--- config.mk ---
export PLATFORM = sky130hd
export DESIGN_NAME = slide_ring
export DESIGN_NICKNAME = d
export VERILOG_FILES = /design/src/hdl/vlane_pkg.sv /design/src/hdl/slide_ring.sv
export SDC_FILE = /design/constraint.sdc
export NUM_CORES = 1
export LEC_CHECK = 0
export BUFFER_PORTS_ARGS = -buffer_cell sky130_fd_sc_hd__buf_2
export CORE_AREA = 2 2 114 116
export CTS_CLUSTER_DIAMETER = 80
export DETAILED_ROUTE_END_ITERATION = 8
export DIE_AREA = 0 0 116 118
export GPL_TIMING_DRIVEN = 1
export HOLD_SLACK_MARGIN = 0.06
export SLEW_MARGIN = 20
export SYNTH_ARGS = -nofsm -noshare
export SYNTH_HDL_FRONTEND = slang
export SYNTH_SLANG_ARGS = --single-unit
--- constraint.sdc ---
create_clock -name clk_i -period 1.27 [get_ports clk_i]
set_input_delay 0.254 -clock clk_i [delete_from_list [all_inputs] [get_ports clk_i]]
set_output_delay 0.254 -clock clk_i [all_outputs]
set_load 0.1 [all_outputs]
--- src/hdl/vlane_pkg.sv ---
package vlane_pkg;

   ////////////////////
   // Sizes
   ////////////////////
   localparam int LANE_NUM  = 4;
   localparam int DATA_W    = 32;
   localparam int VREG_NUM  = 8;
   localparam int ROWS_MAX  = 4;                            // Rows per vector register
   localparam int IMM_W     = 5;

   // Derived widths
   localparam int LANE_W    = $clog2(LANE_NUM);
   localparam int ROW_W     = $clog2(ROWS_MAX);
   localparam int VREG_W    = $clog2(VREG_NUM);
   localparam int VL_W      = $clog2(LANE_NUM * ROWS_MAX) + 1; // Holds 1 to 16
   localparam int VRF_DEPTH = VREG_NUM * ROWS_MAX;
   localparam int VRF_AW    = VREG_W + ROW_W;
   localparam int SHAMT_W   = $clog2(DATA_W);

   ////////////////////
   // Encodings
   ////////////////////
   typedef enum logic [1:0] {
      INST_LOAD,
      INST_STORE,
      INST_ARITH,
      INST_SLIDE                                            // Slide one element up
   } inst_e;

   typedef enum logic [2:0] {
      ALU_ADD,
      ALU_SUB,
      ALU_AND,
      ALU_OR,
      ALU_XOR,
      ALU_SLL,
      ALU_SRL
   } alu_op_e;

   typedef enum logic [1:0] {
      OP2_VEC,
      OP2_SCALAR,
      OP2_IMM
   } op2_sel_e;

   typedef enum logic [1:0] {
      WB_ALU,
      WB_LOAD,
      WB_SLIDE
   } wb_sel_e;

   typedef enum logic [1:0] {
      SEQ_IDLE,
      SEQ_READ,                                             // One row read per cycle
      SEQ_LOAD,                                             // Waiting for load rows
      SEQ_DRAIN                                             // Writebacks still in flight
   } seq_state_e;

endpackage

--- src/hdl/slide_ring.sv ---
module slide_ring
   import vlane_pkg::*;
(
   input  logic                             clk_i,
   input  logic                             rst_i,
   input  logic                             advance_i,
   input  logic                             ring_first_i,
   input  logic [DATA_W-1:0]                scalar_i,
   input  logic [LANE_NUM-1:0][DATA_W-1:0]  ring_i,
   output logic [LANE_NUM-1:0][DATA_W-1:0]  slide_o
);

   logic [DATA_W-1:0] wrap_q;

   // Last lane of this row feeds lane 0 of the next
   always_ff @(posedge clk_i)
   begin
      if (!rst_i)
         wrap_q <= '0;
      else if (advance_i)
         wrap_q <= ring_i[LANE_NUM-1];
   end

   ////////////////////
   // Shift up by one
   ////////////////////
   always_comb
   begin
      slide_o[0] = ring_first_i ? scalar_i : wrap_q;       // Element 0 takes the scalar
      for (int l = 1; l < LANE_NUM; l++)
      begin
         slide_o[l] = ring_i[l-1];
      end
   end

endmodule

==> metrics.txt <==
post-place setup slack=-0.103 ns; Final nets=410; Diodes inserted=0; status=finished, violations left; Clock Latency Late Sink=0.27 ns; vias in the first global route=1612; DR DRC count=0; Max Cap Violations=0; Die ar.=13700 µm²; Synth Instances=235; RR Startpoint=wrap_q[17]; Synth Register Bits=32; arrival time worst endpoint=1.04 ns; largest net degree at the start of global routing=33; CP max-delay cell=dfxtp_2; Clock Skews=0 ns; gr usage total=8.01%; Site Rows=41; Most flops, register=wrap_q; area of the multi-input gates=1000 µm²; CP endpoint kind=output pin; Final setup viols=32; Hold Buf Count CTS=0; leading registers by flop count=wrap_q: 32 flops; Pre-Repair DR Iteration Count=2; I/O Buffers=99; startpoint types=flip-flop; Reg area=666 µm²; core area=12400 µm²; antenna-violating nets left=0; worst hold margin=0.235 ns; min-delay worst type=in -> reg; initial antenna violation count=0; CP Buf/Inv Count=1; final slew viol count=0; Worst VDD drop=462 µV; syn_area_per_cell=10.6 µm²; routability cong.=0.603; part of the cycle the worst path needs=102%; HPWL after DPL=4210 µm; total I/O pin count=292; Setup CP Type=reg -> out; Fin. Hold Viols=0; Worst-Margin Slew=0.532 ns; Avg Vias per Cell=3.55; Worst Path Required=1.02 ns; final worst slack=-0.0282 ns; Die Wd=116 µm; RSZ-0062 raised after global routing=true; CTS Root Cell=clkbuf_16; TritonCTS Buffers=5; Clock Pin Slew Worst Setup and Hold Paths=0.06 ns; Vias=1485; Fmax achieved=770 MHz; CTS tree=built; failing checks=setup timing; Max clock buf depth=2; Synthesized Nets=399; Ys Warns=0; FILL cells=1336; Final Util=25.8%; post-synth cell types=10; max FFs per register=32; Sink Count=32; Mapped Area=2490 µm²; Slew HR=64.5%; Setup TNS=-0.517 ns; DRT iter0 DRCs=10; Crit. Startpoint=wrap_q[22]; first-pass GRT wire length=8290 µm; CP max stage delay=0.32 ns; initial core utilization=20.1%; routed wire length=5510 µm; CP top delay family=flip-flops; Pwr Density=1200 nW/µm²; layout cells sized above 1=69.1%; crit-path max FO=2; Min Clock Period, post-route=1.30 ns; Leakage=1.50 nW; cells along the critical path=mux2_4, buf_12; min-delay src=ring_i[116]; area delta synth->final=28.5%; Routed WL per cell=13.2 µm; Final Power=0.00386 W; Die Y=118 µm; htree depth=2; sequential-to-total area share from yosys stat=25.7%; GRT overflow=0
## cell usage after synthesis (all sizes together)
master / instances / area (µm²)
mux2: 32 / 473
mux2i: 32 / 320
nor2b: 32 / 200
dfxtp: 32 / 641
clkbuf: 3 / 11.3
buf: 104 / 848
## cell families after synthesis
kind of cell / Yosys count / synth area share, %
simple gates: 32 / 8.03
flops: 32 / 25.7
buf+inv: 107 / 34.5
mux: 64 / 31.8
## layout make-up
class                      count  area share (%)
multi-input combinational     96            31.2
tap                          172            6.71
clock buffer                   7            4.76
sequential                    32            20.8
timing repair buffer         111            36.5
## what timing repair did
| item | in CTS | in global routing |
|---|---|---|
| gates resized for setup | 15 | 13 |
| cloned | 2 | 0 |
| setup buffers | 5 | 0 |
| pin swaps | 0 | 0 |
| setup endpoints to repair | 32 | 32 |
## layer usage
| metal | share of wire, % | wire length (µm) | track usage, % |
|---|---|---|---|
| met5 | 0 | 0 | 0 |
| met2 | 48 | 2630 | 13.2 |
| met1 | 37 | 2040 | 8.51 |
| met3 | 11 | 606 | 3.24 |
| met4 | 4.4 | 240 | 4.76 |
## per-stage QoR
stage / instances / area, µm²
6_report: 418 / 3210
4_1_cts: 418 / 3190
3_5_place_dp: 404 / 2910
5_1_grt: 418 / 3210
3_3_place_gp: 404 / 2910
2_1_floorplan: 235 / 2490
## worst min-delay path: stages
cell	delay, ns
buf_2	0.08
mux2i_1	0.05
nor2b_1	0.09
## placed cells by master, fill, tap and decap left out
master	synthesis	layout
dfxtp_1	32	12
buf_4	96	6
mux2i_1	32	32
clkbuf_16	0	5
nor2b_1	32	32
buf_16	0	2
clkbuf_8	0	2
dfxtp_2	0	20
buf_2	0	66
buf_12	3	37
mux2_4	30	32
## path summary, 6_finish.rpt
check,to,slack (ns),depth (start not counted)
setup reg to reg,wrap_q[17],0.55,3
setup / recovery,slide_o[22],-0.03,2
hold reg to reg,wrap_q[12],0.51,2
hold / removal,wrap_q[20],0.24,3
## power by group
| part | switching (W) | leakage (nW) | internal, W | total, W |
|---|---|---|---|---|
| sequential | 0.0000309 | 0.271 | 0.00107 | 0.00110 |
| combinational | 0.000853 | 1.16 | 0.000641 | 0.00149 |
| clock | 0.000436 | 0.0760 | 0.000823 | 0.00126 |
| total | 0.00132 | 1.50 | 0.00254 | 0.00386 |
Power figures use the tool's default switching activity.
