==> src/hdl/vlane_pkg.sv <==
package vlane_pkg;

   ////////////////////
   // Sizes
   ////////////////////
   localparam int LANE_NUM  = 4;
   localparam int DATA_W    = 32;
   localparam int VREG_NUM  = 8;
   localparam int ROWS_MAX  = 4;                            // Rows per vector register
   localparam int IMM_W     = 5;

   // Derived widths
   localparam int LANE_W    = $clog2(LANE_NUM);
   localparam int ROW_W     = $clog2(ROWS_MAX);
   localparam int VREG_W    = $clog2(VREG_NUM);
   localparam int VL_W      = $clog2(LANE_NUM * ROWS_MAX) + 1; // Holds 1 to 16
   localparam int VRF_DEPTH = VREG_NUM * ROWS_MAX;
   localparam int VRF_AW    = VREG_W + ROW_W;
   localparam int SHAMT_W   = $clog2(DATA_W);

   ////////////////////
   // Encodings
   ////////////////////
   typedef enum logic [1:0] {
      INST_LOAD,
      INST_STORE,
      INST_ARITH,
      INST_SLIDE                                            // Slide one element up
   } inst_e;

   typedef enum logic [2:0] {
      ALU_ADD,
      ALU_SUB,
      ALU_AND,
      ALU_OR,
      ALU_XOR,
      ALU_SLL,
      ALU_SRL
   } alu_op_e;

   typedef enum logic [1:0] {
      OP2_VEC,
      OP2_SCALAR,
      OP2_IMM
   } op2_sel_e;

   typedef enum logic [1:0] {
      WB_ALU,
      WB_LOAD,
      WB_SLIDE
   } wb_sel_e;

   typedef enum logic [1:0] {
      SEQ_IDLE,
      SEQ_READ,                                             // One row read per cycle
      SEQ_LOAD,                                             // Waiting for load rows
      SEQ_DRAIN                                             // Writebacks still in flight
   } seq_state_e;

endpackage

==> src/hdl/lane_alu.sv <==
module lane_alu
   import vlane_pkg::*;
(
   input  alu_op_e           alu_op_i,
   input  op2_sel_e          op2_sel_i,
   input  logic [DATA_W-1:0] vs1_i,
   input  logic [DATA_W-1:0] vs2_i,
   input  logic [DATA_W-1:0] scalar_i,
   input  logic [IMM_W-1:0]  imm_i,
   output logic [DATA_W-1:0] result_o
);

   logic [DATA_W-1:0]  imm_ext;
   logic [DATA_W-1:0]  op2;
   logic [SHAMT_W-1:0] shamt;

   assign imm_ext = {{(DATA_W - IMM_W){imm_i[IMM_W-1]}}, imm_i};
   assign shamt   = op2[SHAMT_W-1:0];

   ////////////////////
   // Operand select
   ////////////////////
   always_comb
   begin
      case (op2_sel_i)
         OP2_SCALAR: op2 = scalar_i;
         OP2_IMM:    op2 = imm_ext;
         default:    op2 = vs2_i;
      endcase
   end

   ////////////////////
   // Operations
   ////////////////////
   always_comb
   begin
      case (alu_op_i)
         ALU_ADD: result_o = vs1_i + op2;
         ALU_SUB: result_o = vs1_i - op2;
         ALU_AND: result_o = vs1_i & op2;
         ALU_OR:  result_o = vs1_i | op2;
         ALU_XOR: result_o = vs1_i ^ op2;
         ALU_SLL: result_o = vs1_i << shamt;
         ALU_SRL: result_o = vs1_i >> shamt;                // Logical, zero fill
         default: result_o = vs1_i;
      endcase
   end

endmodule

==> src/hdl/vector_lane.sv <==
module vector_lane
   import vlane_pkg::*;
(
   input  logic              clk_i,
   input  logic              rst_i,
   input  logic              rd_en_i,
   input  logic [VRF_AW-1:0] rd_addr_a_i,
   input  logic [VRF_AW-1:0] rd_addr_b_i,
   input  logic [VRF_AW-1:0] wr_addr_i,
   input  logic              wr_en_i,
   input  logic              res_en_i,
   input  logic              store_en_i,
   input  wb_sel_e           wb_sel_i,
   input  alu_op_e           alu_op_i,
   input  op2_sel_e          op2_sel_i,
   input  logic [DATA_W-1:0] scalar_i,
   input  logic [IMM_W-1:0]  imm_i,
   input  logic [DATA_W-1:0] load_data_i,
   input  logic [DATA_W-1:0] slide_in_i,
   output logic [DATA_W-1:0] ring_out_o,
   output logic [DATA_W-1:0] store_data_o,
   output logic              store_valid_o
);

   logic [DATA_W-1:0] rd_data_a, rd_data_b;
   logic [DATA_W-1:0] alu_result;
   logic [DATA_W-1:0] wb_data;
   logic [DATA_W-1:0] res_q;

   vrf_bank u_vrf (
      .clk_i       (clk_i),
      .rd_en_i     (rd_en_i),
      .rd_addr_a_i (rd_addr_a_i),
      .rd_addr_b_i (rd_addr_b_i),
      .wr_en_i     (wr_en_i),
      .wr_addr_i   (wr_addr_i),
      .wr_data_i   (res_q),
      .rd_data_a_o (rd_data_a),
      .rd_data_b_o (rd_data_b)
   );

   lane_alu u_alu (
      .alu_op_i  (alu_op_i),
      .op2_sel_i (op2_sel_i),
      .vs1_i     (rd_data_a),
      .vs2_i     (rd_data_b),
      .scalar_i  (scalar_i),
      .imm_i     (imm_i),
      .result_o  (alu_result)
   );

   ////////////////////
   // Writeback
   ////////////////////
   always_comb
   begin
      case (wb_sel_i)
         WB_LOAD:  wb_data = load_data_i;
         WB_SLIDE: wb_data = slide_in_i;                    // From neighbour lane
         default:  wb_data = alu_result;
      endcase
   end

   always_ff @(posedge clk_i)
   begin
      if (res_en_i)
         res_q <= wb_data;
   end

   // Strobe lines up with port B data
   always_ff @(posedge clk_i)
   begin
      if (!rst_i)
         store_valid_o <= 1'b0;
      else
         store_valid_o <= store_en_i;
   end

   assign ring_out_o   = rd_data_b;
   assign store_data_o = rd_data_b;

endmodule

==> src/hdl/vrf_bank.sv <==
module vrf_bank
   import vlane_pkg::*;
(
   input  logic              clk_i,
   input  logic              rd_en_i,
   input  logic [VRF_AW-1:0] rd_addr_a_i,
   input  logic [VRF_AW-1:0] rd_addr_b_i,
   input  logic              wr_en_i,
   input  logic [VRF_AW-1:0] wr_addr_i,
   input  logic [DATA_W-1:0] wr_data_i,
   output logic [DATA_W-1:0] rd_data_a_o,
   output logic [DATA_W-1:0] rd_data_b_o
);

   logic [DATA_W-1:0] mem [VRF_DEPTH];

   ////////////////////
   // Write port
   ////////////////////
   always_ff @(posedge clk_i)
   begin
      if (wr_en_i)
      begin
         mem[wr_addr_i] <= wr_data_i;
      end
   end

   ////////////////////
   // Read ports
   ////////////////////

   // Same address as a write in this cycle sees the old word
   always_ff @(posedge clk_i)
   begin
      if (rd_en_i)
      begin
         rd_data_a_o <= mem[rd_addr_a_i];                   // vs1 row
         rd_data_b_o <= mem[rd_addr_b_i];                   // vs2 row
      end
   end

endmodule

==> config.mk <==
export PLATFORM = sky130hd
export DESIGN_NAME = vector_lane
export DESIGN_NICKNAME = d
export VERILOG_FILES = /design/src/hdl/vlane_pkg.sv /design/src/hdl/lane_alu.sv /design/src/hdl/vector_lane.sv /design/src/hdl/vrf_bank.sv
export SDC_FILE = /design/constraint.sdc
export NUM_CORES = 2
export LEC_CHECK = 0
export ABC_AREA = 1
export BUFFER_PORTS_ARGS = -buffer_cell sky130_fd_sc_hd__buf_2
export CAP_MARGIN = 20
export CORE_MARGIN = 5
export CORE_UTILIZATION = 39
export DETAILED_ROUTE_END_ITERATION = 10
export PLACE_DENSITY = 0.52
export SLEW_MARGIN = 20
export SYNTH_ARGS = -nofsm -noshare
export SYNTH_HDL_FRONTEND = slang
export SYNTH_HIERARCHICAL = 1
export SYNTH_SLANG_ARGS = --single-unit
==> constraint.sdc <==
create_clock -name clk_i -period 14.64 [get_ports clk_i]
set_input_delay 4.392 -clock clk_i [delete_from_list [all_inputs] [get_ports clk_i]]
set_output_delay 4.392 -clock clk_i [all_outputs]
set_load 0.005 [all_outputs]
==> run metrics <==
PD cells=119 nW/um^2; nets=8142; Yosys cell types=56; WP data required=15180 ps; Mapped Cells=8009; Total Routing Usage GR=30.3%; io pins=194; CTS sink count=1121; ys async rst share=0%; power share of the clock group=36.5%; post-synthesis net count=8237; synth top area cells=edfxtp_1 51%, nand2_1 21%, nand3_1 14%, buf_6 2.3%, ha_1 1.9%; WP data arrival=9150 ps; Core Util, Final=42.4%; sw frac=31.3%; top-area cell type share of the netlist area=51.3%; Clock transition at path regs=60 ps; Period Utilization, post-route=58.8%; vias per std cell=5.81; status=completed; DRC=0; Multi-input gate area=27600 sq um; initial antenna violation count=13; Area Overhead vs Synth=8.13%; Rel. slew slack=21.7%; Hold Vio Cnt, Final=0; clock buffer depth=3; Std-Cell Rows=150; share of layout cells above drive strength 1=7.86%; hpwl dp=162000 microns; Main synth FF type=edfxtp_1; global-route wire length before repair=391000 microns; starting density of the core=39.2%; IO Port Bufs=193; Sequential Power Share=44.7%; Startpoint Class=input pin; Logic pwr share=18.9%; CP Class=input pin to register; CTS Buf Count=131; Die Ht=420 microns; total grt overflow=0; Synth area leader=edfxtp_1; sw power=2.64 mW; via count=59410; Clk Latency, worst-skew pair=800 ps; sequential element share of the synthesized area=51.4%; Cell Area, Synth=65500 sq um; H-tree depth=4; Initial DRC Count=7408; Crit Path Max Fanout=62; vias in the first global route=55537; Sequential cell area=33700 sq um; Post-CTS Hold Fix Bufs=0; setup TNS=0 ps; fillcell total=16578; Final Skew=37.0 ps; unrepaired setup endpoints after global routing=false; Min-Delay Path Class=register to register; Static Leak=29.5 nW; CTS tree=built; Routed Antenna Nets=0; pin count of the biggest net entering global routing=144; clock period minus worst slack=8610 ps; Post-synth EDFFs=1120; Horiz. Die Dim=420 microns; 1st-pass router iterations=6; worst slew pin tran=1170 ps; CP endpoint kind=register; IR drop worst, VDD=0.000116 V; synthesized flop and latch total=1121; Final Slew Violations=0; Max Fclk=0.116 GHz; area of the die=176000 sq um; Cell Int Power=5.79 mW; wirelength, routed=276000 microns; Syn. warnings=6; setup violators final=0; WL/cell=27.0 microns; Synth Area per Inst=8.18 sq um; Placer Congestion=0.995; post-cts sizing count=0; Root Driver=clkbuf_16; core area=167000 sq um; total setup buffers inserted after CTS=0; MaxCap Viol Count=0
==> power by group through the flow <==
stage / Combinational [mW] / Sequential (mW) / Clock (mW)
floorplan: 0.997 / 3.81 / 0
global placement: 1.53 / 3.85 / 0
detailed placement: 1.53 / 3.85 / 0
CTS: 1.53 / 3.78 / 3.12
global route: 1.72 / 3.77 / 3.26
finish: 1.59 / 3.76 / 3.07
==> layout by cell type, fill, tap and decap left out, types with 67 or more instances in the layout <==
cell,instances
nand2_1,3630
nand3_1,1846
edfxtp_1,1120
buf_2,184
inv_1,175
clkbuf_16,134
buf_4,132
nor2_1,118
a21oi_1,107
ha_1,96
o21ai_0,67
==> worst max-delay path, cell delays in order <==
cell and delay, ps:
buf_2 90, inv_1 40, ha_1 300, inv_2 50, buf_4 540, nand3_1 150
nand2_1 90, buf_4 370, clkinv_1 320, buf_4 310, nor2_1 300, nor2_1 100
xor2_1 170, ha_1 210, a21oi_1 330, nand2_1 230, nand3_1 110, nand2_1 110
or2_2 290, nand3_1 150, o21ai_0 140, nor2_1 140, nor2_1 50, nand2_1 60
nand2_1 70
==> layout make-up <==
class / instances / share of cell area (%)
Antenna cell: 5 / 0.0177
Clock buffer: 161 / 4.88
Clock inverter: 72 / 0.627
Inverter: 195 / 1.12
Multi-Input combinational cell: 6132 / 38.9
Sequential cell: 1121 / 47.5
Tap cell: 2204 / 3.89
Timing Repair Buffer: 333 / 3.05
==> kinds of logic after synthesis <==
| logic type | share of synthesized area, % |
|---|---|
| buffers and inverters | 6.95 |
| and+or+nand+nor | 37.3 |
| xor gates and xnor gates | 0.441 |
| AOI/OAI and AO/OA | 2.07 |
| adders and majority gates | 1.90 |
| DFF | 51.4 |
==> flip-flops by register name, indices dropped and copies added (netlist names) <==
register           cells
u_vrf/mem           1024
res_q                 32
u_vrf/rd_data_a_o     32
u_vrf/rd_data_b_o     32
store_valid_o          1
==> cell usage after synthesis (all sizes together) (2+ instances only) <==
| cell type | n |
|---|---|
| a21o | 2 |
| a21oi | 107 |
| a221oi | 13 |
| a31oi | 2 |
| buf | 492 |
| clkbuf | 69 |
| clkinv | 2 |
| edfxtp | 1120 |
| ha | 98 |
| inv | 193 |
| nand2 | 3654 |
| nand3 | 1851 |
| nand3b | 13 |
| nand4 | 24 |
| nor2 | 164 |
| nor3 | 11 |
| nor4 | 4 |
| o2111ai | 5 |
| o211ai | 9 |
| o21a | 2 |
| o21ai | 87 |
| o21bai | 4 |
| o22ai | 2 |
| o31ai | 2 |
| or2 | 40 |
| xor2 | 32 |
==> metrics by stage <==
| step | area (sq um) | setup slack [ps] | hold WS (ps) | std cells | total power, mW |
|---|---|---|---|---|---|
| 2_1_floorplan | 65500 | 6880 | 689 | 8009 | 4.81 |
| 3_3_place_gp | 66800 | 5320 | 836 | 9975 | 5.37 |
| 3_5_place_dp | 66800 | 5290 | 843 | 9977 | 5.37 |
| 4_1_cts | 70700 | 6140 | 856 | 10210 | 8.43 |
| 5_1_grt | 70800 | 5600 | 833 | 10218 | 8.74 |
| 6_report | 70900 | 6030 | 809 | 10223 | 8.42 |
==> routing by layer <==
metal / global-route usage, % / share of wire [%] / vias up
li1: - / - / 26727
met1: 41.2 / 41 / 28644
met2: 48.0 / 45 / 3419
met5: 0 / 0.0036 / -
met4: 13.1 / 4.6 / 2
met3: 4.94 / 9.2 / 618
==> final timing paths <==
check                             from           endpoint  slack (ps)  cells after the start
hold reg to reg              res_q[18]  u_vrf/mem[14][18]         810                      0
setup reg to reg  u_vrf/rd_data_b_o[3]          res_q[14]        9750                     20
hold / removal               res_q[18]  u_vrf/mem[14][18]         810                      0
setup / recovery          op2_sel_i[0]          res_q[14]        6030                     25
Power figures use the tool's default switching activity.
