### config.mk
export PLATFORM = sky130hd
export DESIGN_NAME = vlane_sequencer
export DESIGN_NICKNAME = d
export VERILOG_FILES = /design/src/hdl/vlane_pkg.sv /design/src/hdl/vlane_sequencer.sv
export SDC_FILE = /design/constraint.sdc
export NUM_CORES = 1
export LEC_CHECK = 0
export BUFFER_PORTS_ARGS = -buffer_cell sky130_fd_sc_hd__buf_2
export CAP_MARGIN = 20
export CORE_ASPECT_RATIO = 1.25
export CORE_MARGIN = 3
export CORE_UTILIZATION = 25
export CTS_CLUSTER_DIAMETER = 100
export DETAILED_ROUTE_END_ITERATION = 10
export PLACE_DENSITY = 0.44
export SLEW_MARGIN = 15
export SYNTH_ARGS = -nofsm -noshare
export SYNTH_HDL_FRONTEND = slang
export SYNTH_SLANG_ARGS = --single-unit
### constraint.sdc
create_clock -name clk_i -period 7.05 [get_ports clk_i]
set_input_delay 1.0575 -clock clk_i [delete_from_list [all_inputs] [get_ports clk_i]]
set_output_delay 1.0575 -clock clk_i [all_outputs]
set_load 0.02 [all_outputs]
### src/hdl/vlane_pkg.sv
package vlane_pkg;

   ////////////////////
   // Sizes
   ////////////////////
   localparam int LANE_NUM  = 4;
   localparam int DATA_W    = 32;
   localparam int VREG_NUM  = 8;
   localparam int ROWS_MAX  = 4;                            // Rows per vector register
   localparam int IMM_W     = 5;

   // Derived widths
   localparam int LANE_W    = $clog2(LANE_NUM);
   localparam int ROW_W     = $clog2(ROWS_MAX);
   localparam int VREG_W    = $clog2(VREG_NUM);
   localparam int VL_W      = $clog2(LANE_NUM * ROWS_MAX) + 1; // Holds 1 to 16
   localparam int VRF_DEPTH = VREG_NUM * ROWS_MAX;
   localparam int VRF_AW    = VREG_W + ROW_W;
   localparam int SHAMT_W   = $clog2(DATA_W);

   ////////////////////
   // Encodings
   ////////////////////
   typedef enum logic [1:0] {
      INST_LOAD,
      INST_STORE,
      INST_ARITH,
      INST_SLIDE                                            // Slide one element up
   } inst_e;

   typedef enum logic [2:0] {
      ALU_ADD,
      ALU_SUB,
      ALU_AND,
      ALU_OR,
      ALU_XOR,
      ALU_SLL,
      ALU_SRL
   } alu_op_e;

   typedef enum logic [1:0] {
      OP2_VEC,
      OP2_SCALAR,
      OP2_IMM
   } op2_sel_e;

   typedef enum logic [1:0] {
      WB_ALU,
      WB_LOAD,
      WB_SLIDE
   } wb_sel_e;

   typedef enum logic [1:0] {
      SEQ_IDLE,
      SEQ_READ,                                             // One row read per cycle
      SEQ_LOAD,                                             // Waiting for load rows
      SEQ_DRAIN                                             // Writebacks still in flight
   } seq_state_e;

endpackage

### src/hdl/vlane_sequencer.sv
module vlane_sequencer
   import vlane_pkg::*;
(
   input  logic                clk_i,
   input  logic                rst_i,
   input  logic                start_i,
   input  inst_e               inst_i,
   input  logic [VREG_W-1:0]   vd_i,
   input  logic [VREG_W-1:0]   vs1_i,
   input  logic [VREG_W-1:0]   vs2_i,
   input  logic [VL_W-1:0]     vl_i,
   input  alu_op_e             alu_op_i,
   input  op2_sel_e            op2_sel_i,
   input  logic [DATA_W-1:0]   scalar_i,
   input  logic [IMM_W-1:0]    imm_i,
   input  logic                load_valid_i,
   output logic                ready_o,
   output logic                ready_for_load_o,
   output logic                rd_en_o,
   output logic [VRF_AW-1:0]   rd_addr_a_o,
   output logic [VRF_AW-1:0]   rd_addr_b_o,
   output logic [VRF_AW-1:0]   wr_addr_o,
   output logic [LANE_NUM-1:0] wr_en_o,
   output logic [LANE_NUM-1:0] store_en_o,
   output logic                res_en_o,
   output logic                ring_first_o,
   output wb_sel_e             wb_sel_o,
   output alu_op_e             alu_op_o,
   output op2_sel_e            op2_sel_o,
   output logic [DATA_W-1:0]   scalar_o,
   output logic [IMM_W-1:0]    imm_o
);

   seq_state_e          state_q;
   inst_e               inst_q;
   logic [VREG_W-1:0]   vd_q, vs1_q, vs2_q;
   logic [VL_W-1:0]     vl_q;
   logic [VL_W-1:0]     vl_last;
   logic [ROW_W-1:0]    row_q;
   logic [ROW_W-1:0]    last_row;
   logic [LANE_NUM-1:0] cur_en;
   logic                issue, load_take, wr_inst;
   logic                s1_v, s1_first;
   logic [VRF_AW-1:0]   s1_addr, s2_addr;
   logic [LANE_NUM-1:0] s1_en, s2_en;

   assign vl_last   = vl_q - 1'b1;
   assign last_row  = vl_last[LANE_W +: ROW_W];
   assign issue     = state_q == SEQ_READ;
   assign load_take = (state_q == SEQ_LOAD) && load_valid_i;
   assign wr_inst   = inst_q != INST_STORE;

   // Element row*LANE_NUM+lane is live while below vl
   always_comb
   begin
      for (int l = 0; l < LANE_NUM; l++)
      begin
         cur_en[l] = VL_W'({row_q, LANE_W'(l)}) < vl_q;
      end
   end

   ////////////////////
   // Instruction FSM
   ////////////////////
   always_ff @(posedge clk_i)
   begin
      if (!rst_i)
      begin
         state_q <= SEQ_IDLE;
         row_q   <= '0;
      end
      else
      begin
         case (state_q)
            SEQ_IDLE:
            begin
               if (start_i)
               begin
                  row_q   <= '0;
                  state_q <= (inst_i == INST_LOAD) ? SEQ_LOAD : SEQ_READ;
               end
            end
            SEQ_READ, SEQ_LOAD:
            begin
               if (issue || load_take)
               begin
                  if (row_q == last_row)
                     state_q <= SEQ_DRAIN;
                  else
                     row_q <= row_q + 1'b1;
               end
            end
            SEQ_DRAIN:
            begin
               if (!s1_v)                                   // Last write happens this cycle
                  state_q <= SEQ_IDLE;
            end
            default: state_q <= SEQ_IDLE;
         endcase
      end
   end

   always_ff @(posedge clk_i)
   begin
      if (state_q == SEQ_IDLE && start_i)
      begin
         inst_q    <= inst_i;
         vd_q      <= vd_i;
         vs1_q     <= vs1_i;
         vs2_q     <= vs2_i;
         vl_q      <= vl_i;
         alu_op_o  <= alu_op_i;
         op2_sel_o <= op2_sel_i;
         scalar_o  <= scalar_i;
         imm_o     <= imm_i;
      end
   end

   ////////////////////
   // Writeback pipeline
   ////////////////////
   always_ff @(posedge clk_i)
   begin
      if (!rst_i)
      begin
         s1_v     <= 1'b0;
         s1_first <= 1'b0;
         s2_en    <= '0;
      end
      else
      begin
         s1_v     <= issue && wr_inst;
         s1_first <= issue && (row_q == '0);
         if (load_take)
            s2_en <= cur_en;
         else if (s1_v)
            s2_en <= s1_en;
         else
            s2_en <= '0;
      end
   end

   // Address is vreg*ROWS_MAX + row
   always_ff @(posedge clk_i)
   begin
      s1_en   <= cur_en;
      s1_addr <= {vd_q, row_q};
      s2_addr <= load_take ? {vd_q, row_q} : s1_addr;
   end

   always_comb
   begin
      case (inst_q)
         INST_LOAD:  wb_sel_o = WB_LOAD;
         INST_SLIDE: wb_sel_o = WB_SLIDE;
         default:    wb_sel_o = WB_ALU;
      endcase
   end

   assign ready_o          = state_q == SEQ_IDLE;
   assign ready_for_load_o = state_q == SEQ_LOAD;
   assign rd_en_o          = issue;
   assign rd_addr_a_o      = {vs1_q, row_q};
   assign rd_addr_b_o      = {vs2_q, row_q};
   assign store_en_o       = (issue && !wr_inst) ? cur_en : '0;
   assign res_en_o         = s1_v || load_take;
   assign ring_first_o     = s1_first;
   assign wr_addr_o        = s2_addr;
   assign wr_en_o          = s2_en;

endmodule

==> results.rst <==
.. list-table::
   :header-rows: 1

   * - Metric
     - Value
   * - Dominant combinational cell family by area after synthesis
     - simple AND/OR/NAND/NOR gates
   * - Setup Buffers After CTS
     - 0
   * - Total wire length
     - 6720 um
   * - Area grow syn2layout
     - 39.8%
   * - Ratio of final minimum period to clock period
     - 0.477
   * - Setup repair after global routing missed its margin
     - no
   * - Syn Inst Count
     - 179
   * - Most instantiated flip-flop cell in the synthesis netlist
     - sky130_fd_sc_hd__edfxtp_1
   * - Flip-flop and latch count after synthesis
     - 82
   * - Horizontal die dimension
     - 101 um
   * - Overall global routing resource usage
     - 0.112
   * - Remaining design rule violation count
     - 0
   * - Worst skew pair latency
     - 0.33 ns
   * - Total power of the final layout
     - 1.64 mW
   * - Data arrival time at the worst-slack endpoint
     - 2.31 ns
   * - Post-placement cell area
     - 3660 sq um
   * - TritonCTS clock tree
     - built
   * - Placed Cells
     - 442
   * - Max Slew Vio Count
     - 0
   * - Basic-gate share of the synthesized area counting and, or, nand and nor cells
     - 0.0631
   * - Number of standard cells in the layout, taps in and fillers out
     - 458
   * - Sum of negative setup slack
     - 0 ns
   * - Status
     - finished, final reports clean
   * - Synthesis warning total
     - 0
   * - Largest fanout on the critical path
     - 10
   * - Port Buffer Count
     - 133
   * - Number of flops mapped to enable cells by yosys
     - 58
   * - Placer Congestion
     - 0.757
   * - Required time worst endpoint
     - 5.99 ns
   * - Level count of the clock H-tree
     - 3
   * - Cell Rows
     - 42
   * - Area share of fa/ha/maj cells after synthesis
     - 0.0397
   * - Hold Violations, Final
     - 0
   * - Cell with the largest stage delay on the worst path
     - sky130_fd_sc_hd__dfxtp_1
   * - Area of the mapped netlist
     - 2840 sq um
   * - Vias after detailed routing
     - 1923
   * - CTS Sinks
     - 82
   * - Post-route standard cell area excluding fillers
     - 3970 sq um
   * - Peak per-stage delay on the critical path
     - 0.51 ns
   * - Slew headroom
     - 0.501
   * - Net count of the mapped netlist
     - 250
   * - Ratio of routed vias to standard cells
     - 4.20
   * - Transition time of the tightest slew-check pin
     - 0.749 ns
   * - Final WS setup
     - 3.68 ns
   * - Ports placed on the boundary
     - 134
   * - Initial antenna violation count
     - 0
   * - Fraction of layout instances using a drive strength above 1
     - 0.472
   * - Post-detailed-route wirelength per cell
     - 14.7 um
   * - Shortest clock period the worst path allows after layout
     - 3.37 ns
   * - Skew final
     - 0.00260 ns
   * - Crit Path Category
     - reg -> out
   * - Hold-fix buffer count after cts
     - 0
   * - Clock tree root buffer cell
     - sky130_fd_sc_hd__clkbuf_16
   * - Chip Height
     - 125 um
   * - 1st-pass router iterations
     - 4
   * - Number of global-route vias before repair
     - 2089
   * - Power per unit of standard cell area
     - 412 nW/um^2
   * - Worst Setup Slack post-DPL
     - 4.04 ns
   * - Peak supply drop
     - 118 uV
   * - Initial DRC count
     - 35
   * - Core region area
     - 10800 sq um
   * - Worst path cell trace
     - inv_1, ha_1, nor2b_1, o21ai_0, a21oi_1, a31o_2, nor2_1, buf_2
   * - Average cell area after synthesis
     - 15.9 sq um
   * - Number of maximum-capacitance constraint violations
     - 0
   * - Crit path capture type
     - output pin
   * - Async set or reset register ratio after synthesis
     - 0
   * - Maximum count of clock buffers along a single path
     - 2
   * - Final net count
     - 392
   * - Area fraction in compound gates after synthesis
     - 0.0591
   * - Total CTS buffers
     - 9
   * - Initial Utilization
     - 0.262
   * - Worst min-delay path class
     - reg -> reg
   * - First-pass GRT wire length
     - 10600 um
   * - Final hold slack
     - 0.364 ns
   * - Total overflow reported by the global router
     - 0
   * - DRT antenna net count
     - 0
   * - Sum of net half-perimeters after detailed placement
     - 5030 um
   * - Kind of launch point of the worst setup path
     - register
   * - Clk slew on worst S/H paths
     - 0.06 ns
   * - Final core area utilization
     - 0.367
   * - Total of cells resized after clock tree synthesis
     - 0
   * - Diode insertion count for antenna repair
     - 0
   * - Sequential area share after synthesis
     - 0.783
   * - Pleak
     - 1.72 nW
   * - Multiplexer area fraction after synthesis
     - 0.0243
   * - Xor/xnor share of the synthesized area
     - 0.00309
   * - Die footprint
     - 12700 sq um
   * - Number of setup violations in the final report
     - 0
   * - Achievable clock frequency
     - 297 MHz
   * - Number of distinct library cell variants in the gate-level netlist after synthesis
     - 33
   * - Pin count of the biggest net entering global routing
     - 59
-- layer usage --
metal  part of all wire  routed length (um)  vias up  GRT usage
met5                  0                   0        -          0
met4              0.024                 159        0     0.0634
met3              0.076                 512       10     0.0435
met2               0.53                3580       79      0.192
met1               0.37                2470      902      0.114
li1                   -                   -      932          -
-- registers in the layout, indices dropped and copies added (netlist names) --
register / flops
s1_en: 4
vs2_q: 3
inst_q: 2
wr_addr_o: 5
row_q: 2
s1_v: 1
imm_o: 5
wr_en_o: 4
s1_addr: 5
vd_q: 3
alu_op_o: 3
vl_q: 5
op2_sel_o: 2
vs1_q: 3
ring_first_o: 1
scalar_o: 32
state_q: 2
-- cells by family after synthesis --
logic type	after synthesis
compound gates	27
xor+xnor	1
fa+ha+maj	9
buf+inv	19
flops	82
mux	6
simple gates	35
-- cell usage in the layout (no fill, tap or decap), drive strengths merged --
cell        n
a211o       1
a21oi       9
a311oi      1
a31o        1
a31oi       1
a32o        1
and2        2
and3        2
buf       134
bufinv      2
clkbuf      9
clkinv      3
clkinvlp    2
dfxtp      24
edfxtp     58
ha          9
inv        16
mux2        4
mux2i       2
nand2       5
nand2b      2
nand3       2
nand4       2
nor2       13
nor2b       2
nor3        2
nor3b       1
nor4b       1
o211ai      1
o21a        4
o21ai       7
o31ai       1
or3         1
xnor2       1
-- report_power, final --
part,internal [mW],switching [mW],total (mW),leakage [nW]
Sequential,0.653,0.0453,0.699,0.750
Clock,0.305,0.180,0.485,0.144
Combinational,0.152,0.301,0.453,0.823
-- cell type report --
cell class              count  area [sq um]
clock buffers               9           225
clock inverters             7          83.8
fillers                  1108          6860
inverters                  16          60.1
multi-input cells          78           538
flip-flops and latches     82          2220
well taps                 132           165
repair buffers            134           673
-- critical path: cells and delay by family, from the launching register on --
kind	cells	cell delay, ns
AND/OR/NAND/NOR	2	0.24
buffers and inverters	2	0.31
AO/OA/AOI/OAI	3	0.57
flip-flops	1	0.51
adder cells (fa/ha/maj)	1	0.34
-- cells in the mapped netlist (2+ instances only) --
| library cell | number | area share |
|---|---|---|
| sky130_fd_sc_hd__a21oi_1 | 9 | 0.016 |
| sky130_fd_sc_hd__and2_1 | 2 | 0.0044 |
| sky130_fd_sc_hd__and3_1 | 2 | 0.0044 |
| sky130_fd_sc_hd__buf_4 | 2 | 0.0053 |
| sky130_fd_sc_hd__dfxtp_1 | 24 | 0.17 |
| sky130_fd_sc_hd__edfxtp_1 | 58 | 0.61 |
| sky130_fd_sc_hd__ha_1 | 9 | 0.040 |
| sky130_fd_sc_hd__inv_1 | 16 | 0.021 |
| sky130_fd_sc_hd__mux2_2 | 3 | 0.012 |
| sky130_fd_sc_hd__mux2i_1 | 2 | 0.0071 |
| sky130_fd_sc_hd__nand2_1 | 5 | 0.0066 |
| sky130_fd_sc_hd__nand2b_1 | 2 | 0.0044 |
| sky130_fd_sc_hd__nand3_1 | 2 | 0.0035 |
| sky130_fd_sc_hd__nand4_1 | 2 | 0.0044 |
| sky130_fd_sc_hd__nor2_1 | 13 | 0.017 |
| sky130_fd_sc_hd__nor2b_1 | 2 | 0.0044 |
| sky130_fd_sc_hd__nor3_1 | 2 | 0.0035 |
| sky130_fd_sc_hd__o21a_1 | 4 | 0.011 |
| sky130_fd_sc_hd__o21ai_0 | 5 | 0.0088 |
| sky130_fd_sc_hd__o21ai_1 | 2 | 0.0035 |
-- final timing paths --
check	start	to	slack (ns)	depth (start not counted)
worst min register to register	vd_q[0]$_DFFE_PP_	s1_addr[2]$_DFF_P_	0.36	0
worst max-delay path	row_q[0]$_SDFFE_PN0P_	store_en_o[2]	3.68	8
worst max register to register	state_q[0]$_SDFFE_PN0P_	state_q[1]$_SDFFE_PN0P_	4.93	7
worst min-delay path	vd_q[0]$_DFFE_PP_	s1_addr[2]$_DFF_P_	0.36	0
(Power assumes the default switching activity.)
